File: src/hdl/simple_sys_pkg.sv
package simple_sys_pkg;

  // Bus widths
  localparam int ADDR_W = 32;
  localparam int DATA_W = 32;
  localparam int BE_W   = DATA_W / 8;

  // RAM window, 4 kB
  localparam int RAM_WORDS = 1024;
  localparam int RAM_IDX_W = $clog2(RAM_WORDS);
  localparam logic [ADDR_W-1:0] RAM_BASE = 32'h0010_0000;
  localparam logic [ADDR_W-1:0] RAM_MASK = ~(ADDR_W'(RAM_WORDS * BE_W) - 1);

  // Timer window, 1 kB
  localparam int TIMER_OFF_W = 10;
  localparam logic [ADDR_W-1:0] TIMER_BASE = 32'h0003_0000;
  localparam logic [ADDR_W-1:0] TIMER_MASK = ~((ADDR_W'(1) << TIMER_OFF_W) - 1);

  // Timer register byte offsets within the window
  localparam logic [TIMER_OFF_W-1:0] TMR_MTIME_LO = 10'h000;
  localparam logic [TIMER_OFF_W-1:0] TMR_MTIME_HI = 10'h004;
  localparam logic [TIMER_OFF_W-1:0] TMR_CMP_LO   = 10'h008;
  localparam logic [TIMER_OFF_W-1:0] TMR_CMP_HI   = 10'h00C;

  // Device selected by the request in flight
  localparam int DEV_W = 2;
  localparam logic [DEV_W-1:0] DEV_NONE  = 2'd0;
  localparam logic [DEV_W-1:0] DEV_RAM   = 2'd1;
  localparam logic [DEV_W-1:0] DEV_TIMER = 2'd2;

endpackage

File: src/hdl/sys_bus.sv
`timescale 1ns/1ps

module sys_bus import simple_sys_pkg::*; (
  input  logic              clk_i,
  input  logic              rst_n_i,

  // Host side
  input  logic              host_req_i,
  input  logic              host_we_i,
  input  logic [BE_W-1:0]   host_be_i,
  input  logic [ADDR_W-1:0] host_addr_i,
  input  logic [DATA_W-1:0] host_wdata_i,
  output logic              host_rvalid_o,
  output logic [DATA_W-1:0] host_rdata_o,
  output logic              host_err_o,

  // Device side
  output logic              ram_req_o,
  output logic              tmr_req_o,
  output logic              dev_we_o,
  output logic [BE_W-1:0]   dev_be_o,
  output logic [ADDR_W-1:0] dev_addr_o,
  output logic [DATA_W-1:0] dev_wdata_o,
  input  logic              ram_rvalid_i,
  input  logic [DATA_W-1:0] ram_rdata_i,
  input  logic              tmr_rvalid_i,
  input  logic [DATA_W-1:0] tmr_rdata_i,
  input  logic              tmr_err_i
);

  logic             ram_hit;
  logic             tmr_hit;
  logic [DEV_W-1:0] dev_sel;
  logic [DEV_W-1:0] dev_q;
  logic             pend_q;

  // Window match on the masked address
  assign ram_hit = (host_addr_i & RAM_MASK) == RAM_BASE;
  assign tmr_hit = (host_addr_i & TIMER_MASK) == TIMER_BASE;

  always_comb begin
    if (ram_hit) begin
      dev_sel = DEV_RAM;
    end else if (tmr_hit) begin
      dev_sel = DEV_TIMER;
    end else begin
      dev_sel = DEV_NONE;
    end
  end

  assign ram_req_o = host_req_i && (dev_sel == DEV_RAM);
  assign tmr_req_o = host_req_i && (dev_sel == DEV_TIMER);

  // Shared request fields, each device only looks at its low address bits
  assign dev_we_o    = host_we_i;
  assign dev_be_o    = host_be_i;
  assign dev_addr_o  = host_addr_i;
  assign dev_wdata_o = host_wdata_i;

  // One request in flight at most, so one stage is enough
  always_ff @(posedge clk_i) begin
    if (!rst_n_i) begin
      pend_q <= 1'b0;
      dev_q  <= DEV_NONE;
    end else begin
      pend_q <= host_req_i;
      dev_q  <= host_req_i ? dev_sel : DEV_NONE;
    end
  end

  // Response merge
  always_comb begin
    case (dev_q)
      DEV_RAM: begin
        host_rvalid_o = ram_rvalid_i;
        host_rdata_o  = ram_rdata_i;
        host_err_o    = 1'b0;
      end
      DEV_TIMER: begin
        host_rvalid_o = tmr_rvalid_i;
        host_rdata_o  = tmr_rdata_i;
        host_err_o    = tmr_err_i;
      end
      default: begin
        // Unmapped address answers with an error
        host_rvalid_o = pend_q;
        host_rdata_o  = '0;
        host_err_o    = pend_q;
      end
    endcase
  end

endmodule

File: config.mk
export PLATFORM = sky130hd
export DESIGN_NAME = sys_bus
export DESIGN_NICKNAME = d
export VERILOG_FILES = /design/src/hdl/simple_sys_pkg.sv /design/src/hdl/sys_bus.sv
export SDC_FILE = /design/constraint.sdc
export NUM_CORES = 1
export LEC_CHECK = 0
export BUFFER_PORTS_ARGS = -buffer_cell sky130_fd_sc_hd__buf_2
export CAP_MARGIN = 20
export CORE_AREA = 2 2 94 96
export DETAILED_ROUTE_END_ITERATION = 8
export DIE_AREA = 0 0 96 98
export GPL_TIMING_DRIVEN = 0
export PLACE_DENSITY = 0.46
export SYNTH_ARGS = -nofsm -noshare
export SYNTH_HDL_FRONTEND = slang
export SYNTH_SLANG_ARGS = --single-unit
File: constraint.sdc
create_clock -name clk_i -period 1.9 [get_ports clk_i]
set_clock_uncertainty 0.2 [all_clocks]
set_input_delay 0.38 -clock clk_i [delete_from_list [all_inputs] [get_ports clk_i]]
set_output_delay 0.38 -clock clk_i [all_outputs]
set_load 0.005 [all_outputs]
* Yosys cells after proc, flatten, opt, wreduce, memory -nomap -nowiden
Index checks and enable logic that the tools add are counted.
Word-level totals: bits in registers 3, bits of input ports 139, output and inout port bits 105, logic and storage cells 16
Operators by class: eq/ne operators 6, multiplexer cells 5, reduce and logical (&&, ||, !) cells 3
Operators by type and width (number):
- 32-bit one-hot mux with 2 select lines | 1
- 22-bit by 8-bit == test with 1-bit output (second input constant) | 1
- 20-bit by 9-bit == test with 1-bit output (second input constant) | 1
- 2-bit by 1-bit == test with 1-bit output (second input constant) | 2
- 2-bit == test (second input constant) | 2
- 2-bit 2-to-1 mux | 2
- 1-bit one-hot mux with 2 select lines | 2
- 1-bit logical AND | 2
- 2-bit AND reduction | 1

* Depth between registers and ports, before layout
depth after elaboration 5, gate-level depth with buffers 7, mapped depth without buffers 5

* Worst setup path before layout
Ideal clock, no wire load.
kind flip-flop to output port, from reg dev_q[0], to out host_rdata_o[13], arrival time 1.193 ns, data required time 1.320 ns, slack 0.127 ns, stages on the path, launching flop included 7, path buffers 2, path through dfxtp_1 -> inv_1 -> ha_1 -> nor2b_1 -> buf_2 -> buf_4 -> a22o_1
On the way: word-level cells in the longest chain between the ends 2, elaborated cells between the ends (all ways) 3, classes of those cells eq/ne (2); mux (1)
RTL lines:
- start: declaration | line sys_bus.sv:34 | logic [DEV_W-1:0] dev_q;
- start signal: assignment | line sys_bus.sv:67 | dev_q <= host_req_i ? dev_sel : DEV_NONE;
- 2-bit == test / 2-bit by 1-bit == test with 1-bit output (equally long branches) | line sys_bus.sv:73 | case (dev_q)
- 32-bit one-hot mux with 2 select lines (*) | line sys_bus.sv:73
- end: declaration | line sys_bus.sv:14 | output logic [DATA_W-1:0] host_rdata_o,
Mark *: on every way between the ends. The rest lies on a longest branch, timed or not.

* Worst setup path after layout
from reg dev_q[0], to out host_rdata_o[21]
Same word-level chain as after synthesis.

==> flow_metrics.env <==
export IMPL_slew_violations=0
export IMPL_grt_overflow=0
export IMPL_setup_violations=33
export IMPL_cts_sinks=3
export IMPL_syn_to_final_growth_pct=126
export IMPL_via_per_inst=3.70
export IMPL_fp_dieH_um=98
export IMPL_synth_fa_ha_area_frac=0.0229
export IMPL_fin_ws_ns=-0.228
export IMPL_synth_top_family_by_area="buffers and inverters"
export IMPL_ir_worst_vdd_v=0.000176
export IMPL_drive_gt1_frac=0.858
export IMPL_pwr_share_comb=0.553
export IMPL_cp_top_family="buffers and inverters"
export IMPL_synth_nets=280
export IMPL_synth_area_mux_share=0
export IMPL_period_needed_ns=2.13
export IMPL_routedWlPerCell_um=11.3
export IMPL_drt_pass1_iter_count=4
export IMPL_dp_hpwl_um=4450
export IMPL_synth_cell_area_um2=1090
export IMPL_crit_chain="inv_2 -> ha_4 -> nor2b_4 -> buf_12 -> buf_6 -> a22o_1 -> buf_2"
export IMPL_power_density_nw_per_um2=225
export IMPL_cts_buffers=3
export IMPL_grt_max_degree=11
export IMPL_clock_path_buffers=2
export IMPL_core_area_um2=8470
export IMPL_switchingPower_mw=0.140
export IMPL_synth_cells=139
export IMPL_crit_type="flip-flop to primary output"
export IMPL_hold_path_class="primary input to flip-flop"
export IMPL_holdWs_ns=0.193
export IMPL_start_util=0.129
export IMPL_hold_buffers=0
export IMPL_antenna_cells=0
export IMPL_crit_required_ns=1.32
export IMPL_grt_pass1_vias=1493
export IMPL_p_leak_nw=1.47
export IMPL_avgSynthCellArea_um2=7.86
export IMPL_cpMaxStageDelayCell="dfxtp_2"
export IMPL_ys_ff_latch=3
export IMPL_finalPower_mw=0.555
export IMPL_rows=34
export IMPL_drcViolationCount=0
export IMPL_critPathBufInv=4
export IMPL_yosysWarnings=0
export IMPL_nets=487
export IMPL_max_stage_delay_ns=0.33
export IMPL_swShare=0.251
export IMPL_synth_cell_types=18
export IMPL_cp_arrival_ns=1.55
export IMPL_p_int_mw=0.416
export IMPL_fill_cells=953
export IMPL_drv_cap=0
export IMPL_synth_compound_area_share=0.268
export IMPL_startpoint="dev_q[0]$_SDFF_PN0_"
export IMPL_tightest_slew_ns=0.302
export IMPL_clock_fmax_mhz=470
export IMPL_ant_nets=0
export IMPL_failed_checks="negative setup slack"
export IMPL_status="finished, violations left"
export IMPL_routed_wirelength_um=5100
export IMPL_maxSlewHeadroom=0.797
export IMPL_io_pins=244
export IMPL_clockRootBuffer="clkbuf_8"
export IMPL_grt_pass1_wl_um=6630
export IMPL_yosysSeqAreaShare=0.0550
export IMPL_route_vias_total=1677
export IMPL_clkPwrFrac=0.332
export IMPL_hp_start="rst_n_i"
export IMPL_startpoint_type="flip-flop"
export IMPL_htreeDepth=1
export IMPL_grt_usage=0.0900
export IMPL_cp_max_fo=6
export IMPL_finalHoldViolCount=0
export IMPL_clkTransAtPathRegs_ns=0.03
export IMPL_gp_congestion=0.656
export IMPL_antenna_found_initial=0
export IMPL_synthSimpleGateAreaFrac=0.107
export IMPL_drt_iter0_markers=13
export IMPL_die_width_um=96
export IMPL_post_route_period_util=1.12
export IMPL_cts_tree="done"
export IMPL_end_kind="primary output"
export IMPL_p_seq_frac=0.115
export IMPL_dieArea_um2=9410
export IMPL_fin_util=0.292
export IMPL_rsz0062_at_grt="yes"
export IMPL_synth_xor_area_share=0
export IMPL_dp_worst_setup_slack_ns=-0.253
export IMPL_port_buffers=196
==> repair_timing <==
item | 4_1_cts | 5_1_grt
cloned | 3 | 1
resized for setup | 21 | 11
setup buffers | 2 | 2
setup endpoints to repair | 35 | 35
pin swaps | 11 | 22
==> through the flow <==
step                      instances  setup TNS, ns  instance area (µm²)
after floorplan                 139              0                 1090
after global placement          443          -4.56                 2210
after detailed placement        443          -4.18                 2210
after CTS                       452          -7.06                 2380
after global routing            453          -8.47                 2470
final                           453          -6.59                 2470
==> registers in the layout (all words and copies together), names as in the netlist <==
register,cells
pend_q,1
dev_q,2
==> cells in the mapped netlist, drive strengths merged <==
| cell | count | area share |
|---|---|---|
| buf | 77 | 0.54 |
| a22o | 32 | 0.26 |
| nor2 | 5 | 0.017 |
| nor4 | 4 | 0.023 |
| dfxtp | 3 | 0.055 |
| nand2 | 3 | 0.010 |
| nor2b | 3 | 0.017 |
| ha | 2 | 0.023 |
| inv | 2 | 0.0069 |
| nand4 | 2 | 0.011 |
| a22oi | 1 | 0.0069 |
| and2 | 1 | 0.0057 |
| nand3 | 1 | 0.0046 |
| nand4b | 1 | 0.0080 |
| nor4bb | 1 | 0.0092 |
| o21ai | 1 | 0.0046 |
==> logic make-up after synthesis <==
family	Yosys count
AND/OR/NAND/NOR	21
buffers and inverters	79
adder cells (fa/ha/maj)	2
AO/OA/AOI/OAI	34
flip-flops	3
==> cells in the final DEF (no fill, tap or decap) <==
cell type    n
ha_4         1
ha_2         1
nor4_4       1
dfxtp_4      1
nor4_2       3
nand4_1      2
dfxtp_1      1
dfxtp_2      1
buf_12       2
a22oi_1      1
nand2_1      1
nor2_1       5
nor4bb_1     1
a22o_1      32
nand2_4      1
nand3_1      1
nand2_2      1
clkbuf_16    1
buf_8        3
nor2b_1      1
clkbuf_8     3
nor2b_4      2
nand4b_1     1
buf_2      195
buf_6        5
inv_2        2
and2_1       1
buf_4       72
buf_16       1
clkbuf_1     1
o21ai_0      1
==> area by class of cell <==
cell class                      count  area [µm²]  share of cell area
Tap cell                          108         135              0.0547
Clock buffer                        4        45.0              0.0182
Buffer                             75         597               0.242
Timing Repair Buffer              204        1110               0.451
Sequential cell                     3        65.1              0.0263
Multi-Input combinational cell     57         508               0.206
Inverter                            2        7.51             0.00304
==> path summary, 6_finish.rpt <==
kind | to | slack, ns | cells past startpoint
worst min-delay path | pend_q$_SDFF_PN0_ | 0.19 | 2
worst max-delay path | host_rdata_o[21] | -0.23 | 7
==> metal layers <==
| layer | up-vias | global-route usage | wire, µm |
|---|---|---|---|
| met5 | - | 0 | 0 |
| met4 | 0 | 0.0198 | 31 |
| met3 | 4 | 0.0154 | 547 |
| met2 | 120 | 0.189 | 2780 |
| met1 | 716 | 0.0863 | 1750 |
| li1 | 837 | - | - |
==> power groups by stage <==
stage | registers, mW | clock network [mW] | logic (mW)
2_1_floorplan | 0.0656 | 0 | 0.126
3_3_place_gp | 0.0659 | 0 | 0.299
3_5_place_dp | 0.0659 | 0 | 0.303
4_1_cts | 0.0636 | 0.190 | 0.308
5_1_grt | 0.0637 | 0.200 | 0.335
6_report | 0.0637 | 0.184 | 0.307
No activity file was read; power rests on OpenSTA's default activity.
