--- src/hdl/simple_sys_pkg.sv ---
package simple_sys_pkg;

  // Bus widths
  localparam int ADDR_W = 32;
  localparam int DATA_W = 32;
  localparam int BE_W   = DATA_W / 8;

  // RAM window, 4 kB
  localparam int RAM_WORDS = 1024;
  localparam int RAM_IDX_W = $clog2(RAM_WORDS);
  localparam logic [ADDR_W-1:0] RAM_BASE = 32'h0010_0000;
  localparam logic [ADDR_W-1:0] RAM_MASK = ~(ADDR_W'(RAM_WORDS * BE_W) - 1);

  // Timer window, 1 kB
  localparam int TIMER_OFF_W = 10;
  localparam logic [ADDR_W-1:0] TIMER_BASE = 32'h0003_0000;
  localparam logic [ADDR_W-1:0] TIMER_MASK = ~((ADDR_W'(1) << TIMER_OFF_W) - 1);

  // Timer register byte offsets within the window
  localparam logic [TIMER_OFF_W-1:0] TMR_MTIME_LO = 10'h000;
  localparam logic [TIMER_OFF_W-1:0] TMR_MTIME_HI = 10'h004;
  localparam logic [TIMER_OFF_W-1:0] TMR_CMP_LO   = 10'h008;
  localparam logic [TIMER_OFF_W-1:0] TMR_CMP_HI   = 10'h00C;

  // Device selected by the request in flight
  localparam int DEV_W = 2;
  localparam logic [DEV_W-1:0] DEV_NONE  = 2'd0;
  localparam logic [DEV_W-1:0] DEV_RAM   = 2'd1;
  localparam logic [DEV_W-1:0] DEV_TIMER = 2'd2;

endpackage

--- src/hdl/sys_timer.sv ---
`timescale 1ns/1ps

module sys_timer import simple_sys_pkg::*; (
  input  logic              clk_i,
  input  logic              rst_n_i,
  input  logic              req_i,
  input  logic              we_i,
  input  logic [BE_W-1:0]   be_i,
  input  logic [ADDR_W-1:0] addr_i,
  input  logic [DATA_W-1:0] wdata_i,
  output logic              rvalid_o,
  output logic [DATA_W-1:0] rdata_o,
  output logic              err_o,
  output logic              timer_irq_o
);

  logic [63:0]            mtime_q;
  logic [63:0]            mtime_d;
  logic [63:0]            mtimecmp_q;
  logic [63:0]            mtimecmp_d;
  logic [TIMER_OFF_W-1:0] reg_off;
  logic                   off_err;
  logic [DATA_W-1:0]      rd_word;
  logic                   wr;
  logic                   rvalid_q;
  logic                   err_q;
  logic [DATA_W-1:0]      rdata_q;
  logic                   irq_q;

  // Merge write data into a register half under the byte enables
  function automatic logic [DATA_W-1:0] be_merge(
    input logic [DATA_W-1:0] old_val,
    input logic [DATA_W-1:0] new_val,
    input logic [BE_W-1:0]   be
  );
    logic [DATA_W-1:0] res;
    res = old_val;
    for (int b = 0; b < BE_W; b++) begin
      if (be[b]) begin
        res[8*b +: 8] = new_val[8*b +: 8];
      end
    end
    return res;
  endfunction

  // Word-aligned offset inside the 1 kB window
  assign reg_off = {addr_i[TIMER_OFF_W-1:2], 2'b00};
  assign wr      = req_i && we_i;

  always_comb begin
    off_err    = 1'b0;
    rd_word    = '0;
    mtime_d    = mtime_q + 64'd1;
    mtimecmp_d = mtimecmp_q;
    case (reg_off)
      TMR_MTIME_LO: begin
        rd_word = mtime_q[31:0];
        if (wr) begin
          // A write replaces this cycle's increment
          mtime_d = {mtime_q[63:32], be_merge(mtime_q[31:0], wdata_i, be_i)};
        end
      end
      TMR_MTIME_HI: begin
        rd_word = mtime_q[63:32];
        if (wr) begin
          mtime_d = {be_merge(mtime_q[63:32], wdata_i, be_i), mtime_q[31:0]};
        end
      end
      TMR_CMP_LO: begin
        rd_word = mtimecmp_q[31:0];
        if (wr) begin
          mtimecmp_d[31:0] = be_merge(mtimecmp_q[31:0], wdata_i, be_i);
        end
      end
      TMR_CMP_HI: begin
        rd_word = mtimecmp_q[63:32];
        if (wr) begin
          mtimecmp_d[63:32] = be_merge(mtimecmp_q[63:32], wdata_i, be_i);
        end
      end
      default: off_err = 1'b1;
    endcase
  end

  always_ff @(posedge clk_i) begin
    if (!rst_n_i) begin
      mtime_q    <= '0;
      mtimecmp_q <= '1;
      rvalid_q   <= 1'b0;
      err_q      <= 1'b0;
      irq_q      <= 1'b0;
    end else begin
      mtime_q    <= mtime_d;
      mtimecmp_q <= mtimecmp_d;
      rvalid_q   <= req_i;
      err_q      <= req_i && off_err;
      irq_q      <= mtime_q >= mtimecmp_q;
    end
  end

  // Read returns the value held in the request cycle
  always_ff @(posedge clk_i) begin
    if (req_i) begin
      rdata_q <= (we_i || off_err) ? '0 : rd_word;
    end
  end

  assign rvalid_o    = rvalid_q;
  assign rdata_o     = rdata_q;
  assign err_o       = err_q;
  assign timer_irq_o = irq_q;

endmodule

--- config.mk ---
export PLATFORM = sky130hd
export DESIGN_NAME = sys_timer
export DESIGN_NICKNAME = d
export VERILOG_FILES = /design/src/hdl/simple_sys_pkg.sv /design/src/hdl/sys_timer.sv
export SDC_FILE = /design/constraint.sdc
export NUM_CORES = 1
export LEC_CHECK = 0
export BUFFER_PORTS_ARGS = -buffer_cell sky130_fd_sc_hd__buf_2
export CORE_ASPECT_RATIO = 0.5
export CORE_UTILIZATION = 64
export DETAILED_ROUTE_END_ITERATION = 7
export GPL_TIMING_DRIVEN = 0
export PLACE_DENSITY = 0.86
export SLEW_MARGIN = 20
export SYNTH_ARGS = -nofsm -noshare
export SYNTH_HDL_FRONTEND = slang
export SYNTH_SLANG_ARGS = --single-unit
--- constraint.sdc ---
create_clock -name clk_i -period 3.2 [get_ports clk_i]
set_input_delay 0 -clock clk_i [delete_from_list [all_inputs] [get_ports clk_i]]
set_output_delay 0 -clock clk_i [all_outputs]
set_load 0.02 [all_outputs]
Yosys cells after proc, flatten, opt, wreduce, memory -nomap -nowiden:

Cells that the tools add are included.

* input port bits: 72
* output and inout bits: 35
* bits in registers: 163

* reductions and logical operators: 21
* magnitude comparators: 1
* equal/unequal tests: 13
* $add $sub $neg: 1
* multiplexer cells: 9

Operators with widths (number)
* 2-to-1 mux 64 bit: 2
* one-hot mux 32 bit (4 select lines): 1
* one-hot mux 64 bit (2 select lines): 1
* adder 64 x 1 -> 64 bit, second input constant: 1
* >= comparator 64 bit: 1
* 2-to-1 mux 8 bit: 4
* inequality test 3 bit, second input constant: 8
* AND reduction 3 bit: 8
* == test 8 x 2 -> 1 bit, second input constant: 2
* AND reduction 2 bit: 8
* logical NOT 10 bit: 1
* == test 8 x 1 -> 1 bit, second input constant: 1
* inequality test 2 bit, second input constant: 2
* OR reduction 4 bit: 1
* logical AND 1 bit: 2
* logical OR 1 bit: 1
* 2-to-1 mux 1 bit: 1

Depth between registers and ports, before layout:

Gate-level depths: netlist of the first run.

* depth in word-level cells: 4
* depth in mapped cells: 9
* mapped depth without buffers: 8

Worst setup path before layout of the first run:

No wires, ideal clock.

* path type: flip-flop to flip-flop
* start: register mtime_q[0]
* end: register irq_q (netlist: timer_irq_o)
* library setup time: 0.125 ns
* buffers on the path: 0
* cell stages (with the launch flop): 9
* arrival time: 2.040 ns
* clock period less this slack: 2.165 ns
* data required time: 3.075 ns
* slack: 1.035 ns
* cells stage by stage: dfxtp_1 inv_1 ha_1 nand2b_1 a2111o_1 o2111ai_1 a31oi_1 o41a_1 o41a_1

* longest elaborated chain between the ends: 1

Ends and longest elaborated chain
* start, declared: line sys_timer.sv:17 `logic [63:0] mtime_q;`
* start signal, assigned: line sys_timer.sv:93 `mtime_q <= mtime_d;`
* >= comparator 64 bit: line sys_timer.sv:97 `irq_q <= mtime_q >= mtimecmp_q;`
* end signal, assigned: line sys_timer.sv:97
* end, declared: line sys_timer.sv:28 `logic irq_q;`

No other way between the ends.
A chain may end at the register's enable or synchronous reset.

Worst setup path after layout of the first run:

* start: register mtime_q[47]
* end: register irq_q (netlist: timer_irq_o)

Same word-level chain as after synthesis.

==> results of run 1 <==
power groups by stage:
stage	sequential, mW	combinational, mW	clock [mW]
final	2.12	0.359	2.10
after global routing	2.13	0.374	2.15
after CTS	2.12	0.342	2.05
after detailed placement	2.17	0.310	0
after global placement	2.17	0.303	0
after floorplan	2.19	0.144	0
final cells by class:
class | count | share of cell area (%)
Multi-Input combinational cell | 812 | 50.7
Antenna cell | 1 | 0.0216
Inverter | 71 | 2.30
Timing Repair Buffer | 113 | 6.31
Clock buffer | 22 | 4.20
Sequential cell | 163 | 31.0
Buffer | 59 | 2.51
Clock inverter | 10 | 0.854
Tap cell | 198 | 2.14
repair_timing:
| action | CTS | global route |
|---|---|---|
| endpoints found under the setup margin | 0 | 1 |
| hold buffers | 33 | 0 |
| endpoints found under the hold margin | 102 | 0 |
| buffers inserted | 0 | 0 |
| gates resized for setup | 0 | 1 |
cells in the final DEF (no fill, tap or decap), types with 35 or more instances in the layout:
| master | n |
|---|---|
| nand3_1 | 45 |
| ha_1 | 65 |
| a21oi_1 | 71 |
| buf_2 | 97 |
| inv_1 | 71 |
| nand4_1 | 35 |
| o211ai_1 | 65 |
| dfxtp_1 | 131 |
| nor2_1 | 39 |
| nor2b_1 | 37 |
| o21ai_0 | 47 |
| nand2_1 | 137 |
per-stage QoR:
step	std cells	cell area, µm²	worst slack [ns]	util [%]
finish	1449	11600	0.0884	77.9
global placement	1383	10600	0.0794	71.7
global route	1448	11600	0.127	77.9
floorplan	1105	10000	1.03	-
CTS	1448	11600	0.0426	77.8
detailed placement	1383	10600	0.0948	71.7
worst max-delay path: stages (launching register included):
cell and delay (ns):
dfxtp_1 0.41, ha_1 0.37, nand4_1 0.19, nor3_2 0.57, nand3_1 0.45, a31oi_1 0.67
o41a_1 0.25, o41a_1 0.13
flip-flops by register name, summed over array words and instances, names as in the netlist:
| signal | count |
|---|---|
| timer_irq_o | 1 |
| mtime_q | 64 |
| err_o | 1 |
| mtimecmp_q | 64 |
| rdata_o | 32 |
| rvalid_o | 1 |
metal layers:
layer / global-route usage, % / up-vias
met5: 0 / -
met1: 64.0 / 4830
met4: 19.6 / 0
met3: 14.8 / 179
met2: 65.4 / 927
li1: - / 4396
kinds of logic after synthesis:
group	Yosys count
flops	163
buf+inv	130
mux	50
simple gates	398
compound gates	277
xor+xnor	22
fa+ha+maj	65
final timing paths:
path,from,end,slack (ns),depth (start not counted)
worst max-delay path,mtime_q[47],timer_irq_o,0.09,7
worst min-delay path,rst_n_i,rvalid_o,0.0007,2
worst max register to register,mtime_q[47],timer_irq_o,0.09,7
worst min register to register,mtimecmp_q[40],mtimecmp_q[40],0.52,2
==> impl_metrics.tcl, run 1 <==
set metrics [dict create \
    ys.flop_type "dfxtp_1" \
    routed.top_layer "met4" \
    routed_wl_mm 36.7 \
    cts-root-buf "clkbuf_16" \
    worst_ep_arrival_time_ns 3.50 \
    remaining_drc_errors 0 \
    synth_top_area_share_pct 26.2 \
    cts_max_level 4 \
    wl_per_cell_um 25.3 \
    p_switching_mw 1.17 \
    synth_cell_type_count 72 \
    vias 10332 \
    die-area_um2 16200 \
    start_kind "flop" \
    synth.area.top_cells "dfxtp_1, edfxtp_1, ha_1" \
    die_h_um 90.4 \
    yosys.area.top_type "dfxtp_1" \
    setup_viol 0 \
    required_ns 3.59 \
    worstSkewPairLatency_ns 0.45 \
    synthArstFlopShare_pct 0 \
    io_pins 107 \
    coreArea_um2 14900 \
    slew_headroom_pct 35.4 \
    peakVddDrop_v 0.000380 \
    synth_mux_area_share_pct 9.00 \
    end_kind "flop" \
    dr_wl_met3_mm 6.27 \
    path_max_fanout 6 \
    die_x_um 179 \
    hold_viol 0 \
    rsz0062_at_grt "false" \
    io_buffers 80 \
    syn_to_final_growth_pct 15.7 \
    gr-usage-all-layers_pct 46.1 \
    synthCells 1105 \
    hold_slack_ns 0.000733 \
    drv_cap 0 \
    gr-total-overflow 0 \
    criticalPathCategory "reg2reg" \
    fin_skew_ns 0.0101 \
    seqPwrFrac_pct 46.4 \
    tightest_slew_ns 0.968 \
    routedLengthMet1_mm 13.8 \
    nets 1374 \
    numCtsBuffers 17 \
    synth_fa_ha_area_share_pct 8.13 \
    yosys.area_share.xor_xnor_pct 1.93 \
    drt_iter0_drc 1628 \
    clock.fmax_mhz 321 \
    fin_crit_ns 3.11 \
    antenna_found_initial 1 \
    p_leak_nw 4.99 \
    totalNegativeSetupSlack_ns 0 \
    synth_area_um2 10000 \
    slew_violations 0 \
    p_per_area_nw_per_um2 396 \
    clockBufferDepth 2 \
    vias_per_cell 7.13 \
    rows 31 \
    combinationalPowerShare_pct 7.8 \
    place_hpwl_mm 25.5 \
    drive_gt1_share_pct 16.1 \
    hp-class "in2reg" \
    final_antenna_net_count 0 \
    synthSimpleGateAreaFrac_pct 21.0 \
    register_area_um2 3580 \
    yosys_warnings 0 \
    internal_power_mw 3.41 \
    cts.sinks 163 \
    grt_first_pass_wirelength_mm 55.3 \
    synth_edf_count 32 \
    yosysSeqAreaShare_pct 35.8 \
    power_mw 4.58 \
    synth-seq-cells 163 \
    clockPowerShare_pct 45.8 \
    fillers 1044 \
    start_util_pct 67.3 \
    synth_top_family_by_area "simple AND/OR/NAND/NOR gates" \
    syn_nets 1242 \
    grt_pass1_vias 9633 \
    avgSynthCellArea_um2 9.05 \
    fin_crit_sh_pct 97.2 \
    yosysMostFrequentCell "nand2_1" \
    dr.pass1.iters 7 \
    clk_pin_slew_worst_paths_ns 0.07 \
    synth_common_cells "nand2_1, dfxtp_1, a21oi_1, inv_1" \
    grt_max_degree 37 \
    wl_met2_mm 15.1 \
    swShare_pct 25.6 \
    synth_compound_area_share_pct 18.6 \
    place_congestion 0.988 \
    multi_input_area_um2 5870 \
    status "complete, no violations" \
    cts_tree "done" \
]
(Power assumes the default switching activity.)
==> run 2, diff against run 1 <==
GPL_TIMING_DRIVEN = 1   (was 0)
==> impl_metrics.tcl, run 2 (synthesized netlist as in run 1, its figures left out) <==
set metrics [dict create \
    start_kind "flop" \
    cts_tree "done" \
    final_antenna_net_count 0 \
    final_cell_mix "nand2_1, dfxtp_1, buf_2, inv_1, a21oi_1" \
    hold_slack_ns 0.0118 \
    multi_input_area_um2 5860 \
    place_hpwl_mm 21.0 \
    crit_chain "nand3_1 > nor4_1 > and4_1 > nand3_1 > or3_1 > a31oi_1" \
    required_ns 3.56 \
    clk_pin_slew_worst_paths_ns 0.08 \
    hp-class "in2reg" \
    io_buffers 82 \
    remaining_drc_errors 0 \
    routed_wl_mm 29.6 \
    p_leak_nw 4.95 \
    totalNegativeSetupSlack_ns 0 \
    die-area_um2 16200 \
    place_congestion 0.942 \
    antenna_found_initial 0 \
    die_h_um 90.4 \
    drv_cap 0 \
    syn_to_final_growth_pct 14.7 \
    grt_pass1_vias 9038 \
    slew_headroom_pct 35.0 \
    power_mw 4.49 \
    die_x_um 179 \
    nets 1341 \
    tightest_slew_ns 0.966 \
    worst_ep_arrival_time_ns 3.09 \
    drive_gt1_share_pct 16.6 \
    drt_iter0_drc 1182 \
    slowest_stage "nor4_1" \
    grt_max_degree 83 \
    rows 31 \
    hold_viol 0 \
    grt_first_pass_wirelength_mm 47.5 \
    dr.pass1.iters 5 \
    clockBufferDepth 2 \
    p_per_area_nw_per_um2 391 \
    gr-usage-all-layers_pct 38.4 \
    layout_commonest_cell "nand2_1" \
    start_util_pct 67.3 \
    setup_viol 0 \
    fillers 1029 \
    clock.fmax_mhz 366 \
    slew_violations 0 \
    register_area_um2 3580 \
    max_stage_delay_ns 0.57 \
    cts_max_level 4 \
    path_max_fanout 9 \
    rsz0062_at_grt "false" \
    status "complete, no violations" \
    fin_crit_sh_pct 85.4 \
    coreArea_um2 14900 \
    fin_skew_ns 0.0140 \
    worstSkewPairLatency_ns 0.45 \
    vias_per_cell 6.71 \
    io_pins 107 \
    cts.sinks 163 \
    numCtsBuffers 17 \
    fin_crit_ns 2.73 \
    peakVddDrop_v 0.000383 \
    place_ws_ns 0.609 \
    criticalPathCategory "reg2reg" \
    gr-total-overflow 0 \
    wl_per_cell_um 21.0 \
    critical_path.top_delay_family "simple AND/OR/NAND/NOR gates" \
    fin_ws_ns 0.467 \
    n_antenna_cell 0 \
    finish.utilization_pct 77.2 \
    end_kind "flop" \
    cp_num_buf_inv 0 \
    crit_path_frequent_cell "nand3_1" \
    cts-root-buf "clkbuf_16" \
    vias 9490 \
]
[run 2: cell types whose count changed in the layout (fill, tap and decap cells not counted), sizes merged]
| cell | delta |
|---|---|
| buf | -3 |
| clkbuf | -37 |
| clkinvlp | -1 |
| diode | -1 |
| dlygate4sd3 | +3 |
| inv | +5 |
[run 2: area by class of cell]
class                      count  area share, %
multi-input combinational    812           51.1
tap                          198           2.16
inverter                      71           2.32
clock inverter                14           1.10
timing repair buffer         139           8.21
sequential                   163           31.3
clock buffer                  18           3.83
[run 2: what timing repair did]
action	CTS	global route
buffers inserted	0	0
hold endpoints to repair	107	0
hold buffers	36	0
endpoints found under the setup margin	0	0
gates resized for setup	0	0
[run 2: worst paths after layout]
path | from | end | slack (ns) | cells past startpoint
max reg2reg | mtime_q[2] | mtime_q[63] | 0.47 | 6
min reg2reg | mtimecmp_q[31] | mtimecmp_q[31] | 0.52 | 2
max | mtime_q[2] | mtime_q[63] | 0.47 | 6
min | be_i[0] | mtime_q[6] | 0.01 | 4
[run 2: per-layer routing]
layer  track usage (%)  share of wire (%)  vias to the layer above
met5                 0                  0                        -
met3              11.8                 13                       84
met2              57.7                 43                      615
met4              12.2                2.4                        0
met1              52.6                 42                     4462
li1                  -                  -                     4329
[run 2: metrics by stage]
stage,instances,instance area [µm²]
4_1_cts,1415,11500
3_3_place_gp,1347,10500
6_report,1415,11500
5_1_grt,1415,11500
3_5_place_dp,1347,10500
2_1_floorplan,1105,10000
[run 2: worst min-delay path, delay by kind of cell]
family / cells / cell delay (ns)
AO/OA/AOI/OAI: 2 / 0.19
buffers and inverters: 1 / 0.17
AND/OR/NAND/NOR: 1 / 0.05
[run 2: power breakdown]
group          switching, mW  leakage (nW)  total [mW]  internal, mW
registers             0.0117          1.39        2.12          2.11
logic                  0.196          3.29       0.333         0.136
clock network          0.933         0.274        2.03          1.10
==> run 3, diff against run 2 <==
--- a/config.mk
+++ b/config.mk
@@ -9,6 +9,6 @@
 export CORE_ASPECT_RATIO = 0.5
-export CORE_UTILIZATION = 64
+export CORE_UTILIZATION = 56
 export DETAILED_ROUTE_END_ITERATION = 7
 export GPL_TIMING_DRIVEN = 1
-export PLACE_DENSITY = 0.86
+export PLACE_DENSITY = 0.77
 export SLEW_MARGIN = 20
==> constraint.sdc (replaced) <==
create_clock -name clk_i -period 3.2 [get_ports clk_i]
set_input_delay 0.32 -clock clk_i [delete_from_list [all_inputs] [get_ports clk_i]]
set_output_delay 0.32 -clock clk_i [all_outputs]
set_load 0.02 [all_outputs]
==> impl_metrics.tcl, run 3 (synthesized netlist as in run 1, its figures left out) <==
set metrics [dict create \
    final_antenna_net_count 0 \
    slew_headroom_pct 40.5 \
    place_hpwl_mm 20.8 \
    coreArea_um2 17400 \
    place_congestion 0.916 \
    fin_crit_ns 2.78 \
    fin_skew_ns 0.0106 \
    nets 1311 \
    die_h_um 96.5 \
    syn_to_final_growth_pct 12.2 \
    hp-class "in2reg" \
    antenna_found_initial 0 \
    required_ns 3.57 \
    clockBufferDepth 2 \
    rows 34 \
    rsz0062_at_grt "false" \
    vias_per_cell 6.55 \
    drt_iter0_drc 818 \
    start_util_pct 57.5 \
    clk_pin_slew_worst_paths_ns 0.07 \
    setup_viol 0 \
    fillers 1430 \
    wl_per_cell_um 20.9 \
    gr-total-overflow 0 \
    cts-root-buf "clkbuf_16" \
    io_pins 107 \
    register_area_um2 3580 \
    peakVddDrop_v 0.000383 \
    drv_cap 0 \
    multi_input_area_um2 5860 \
    clock.fmax_mhz 360 \
    grt_first_pass_wirelength_mm 46.4 \
    worst_ep_arrival_time_ns 3.15 \
    fin_crit_sh_pct 86.8 \
    drive_gt1_share_pct 17.4 \
    cts_tree "done" \
    slew_violations 0 \
    io_buffers 82 \
    status "complete, no violations" \
    p_per_area_nw_per_um2 395 \
    cts.sinks 163 \
    postCtsHoldBufs 0 \
    place_ws_ns 0.463 \
    criticalPathCategory "reg2reg" \
    n_antenna_cell 0 \
    hold_slack_ns 0.170 \
    cts_resized 0 \
    cts_max_level 4 \
    tightest_slew_ns 0.893 \
    die-area_um2 18400 \
    remaining_drc_errors 0 \
    p_leak_nw 4.85 \
    final_cell_mix "nand2_1, dfxtp_1, buf_2, inv_1, a21oi_1" \
    grt_pass1_vias 8652 \
    layout_commonest_cell "nand2_1" \
    numCtsBuffers 17 \
    die_x_um 191 \
    regToRegSetupSlack_ns 0.42 \
    gr-usage-all-layers_pct 33.0 \
    grt_max_degree 83 \
    dr.pass1.iters 5 \
    totalNegativeSetupSlack_ns 0 \
    start_kind "flop" \
    worstSkewPairLatency_ns 0.44 \
    fin_ws_ns 0.424 \
    postCtsSetupRepairBufs 0 \
    path_max_fanout 9 \
    hold_viol 0 \
    end_kind "flop" \
    vias 9314 \
    routed_wl_mm 29.6 \
]
## run 3: cell types whose count changed in the layout (fill, tap and decap cells not counted), sizes merged
| cell | change |
|---|---|
| dlygate4sd3 | -36 |
| buf | +6 |
| clkinvlp | -2 |
| clkinv | +2 |
## run 3: final timing paths
| path | cells past startpoint | start | end |
|---|---|---|---|
| worst max-delay path | 7 | mtime_q[14] | mtime_q[44] |
| worst min-delay path | 3 | wdata_i[1] | mtime_q[33] |
| worst max register to register | 7 | mtime_q[14] | mtime_q[44] |
| worst min register to register | 2 | mtimecmp_q[2] | mtimecmp_q[2] |
## run 3: cell type report
type                       count  area share, %
clock buffer                  18           3.83
inverter                      71           2.38
sequential                   163           32.0
clock inverter                14           1.15
tap                          234           2.61
timing repair buffer         109           5.80
multi-input combinational    812           52.3
## run 3: critical path: stages (launching register included)
cell and delay, ns:
dfxtp_1 0.53, nand4_1 0.26, or3_1 0.48, nor4_2 0.65, buf_4 0.31, nand4_1 0.16, xor2_1 0.18, a21oi_1 0.14
## run 3: through the flow
stage / std cells / utilization [%] / area, µm² / total power [mW]
final: 1421 / 64.4 / 11200 / 4.43
after global placement: 1389 / 61.2 / 10700 / 2.46
after global routing: 1421 / 64.4 / 11200 / 4.54
after floorplan: 1105 / - / 10000 / 2.33
after CTS: 1421 / 64.4 / 11200 / 4.43
after detailed placement: 1389 / 61.2 / 10700 / 2.46
## run 3: report_power, final
| part | internal, mW | leakage (nW) | switching [mW] |
|---|---|---|---|
| Sequential | 2.11 | 1.39 | 0.0116 |
| Combinational | 0.109 | 3.18 | 0.192 |
| Clock | 1.08 | 0.276 | 0.928 |
## run 3: metal layers
| metal | global-route usage (%) | routed length (µm) | vias up |
|---|---|---|---|
| met1 | 46.0 | 13100 | 4479 |
| met2 | 50.8 | 13000 | 502 |
| met4 | 11.6 | 708 | 0 |
| met3 | 6.64 | 2860 | 71 |
| met5 | 0 | 0 | - |
| li1 | - | - | 4262 |
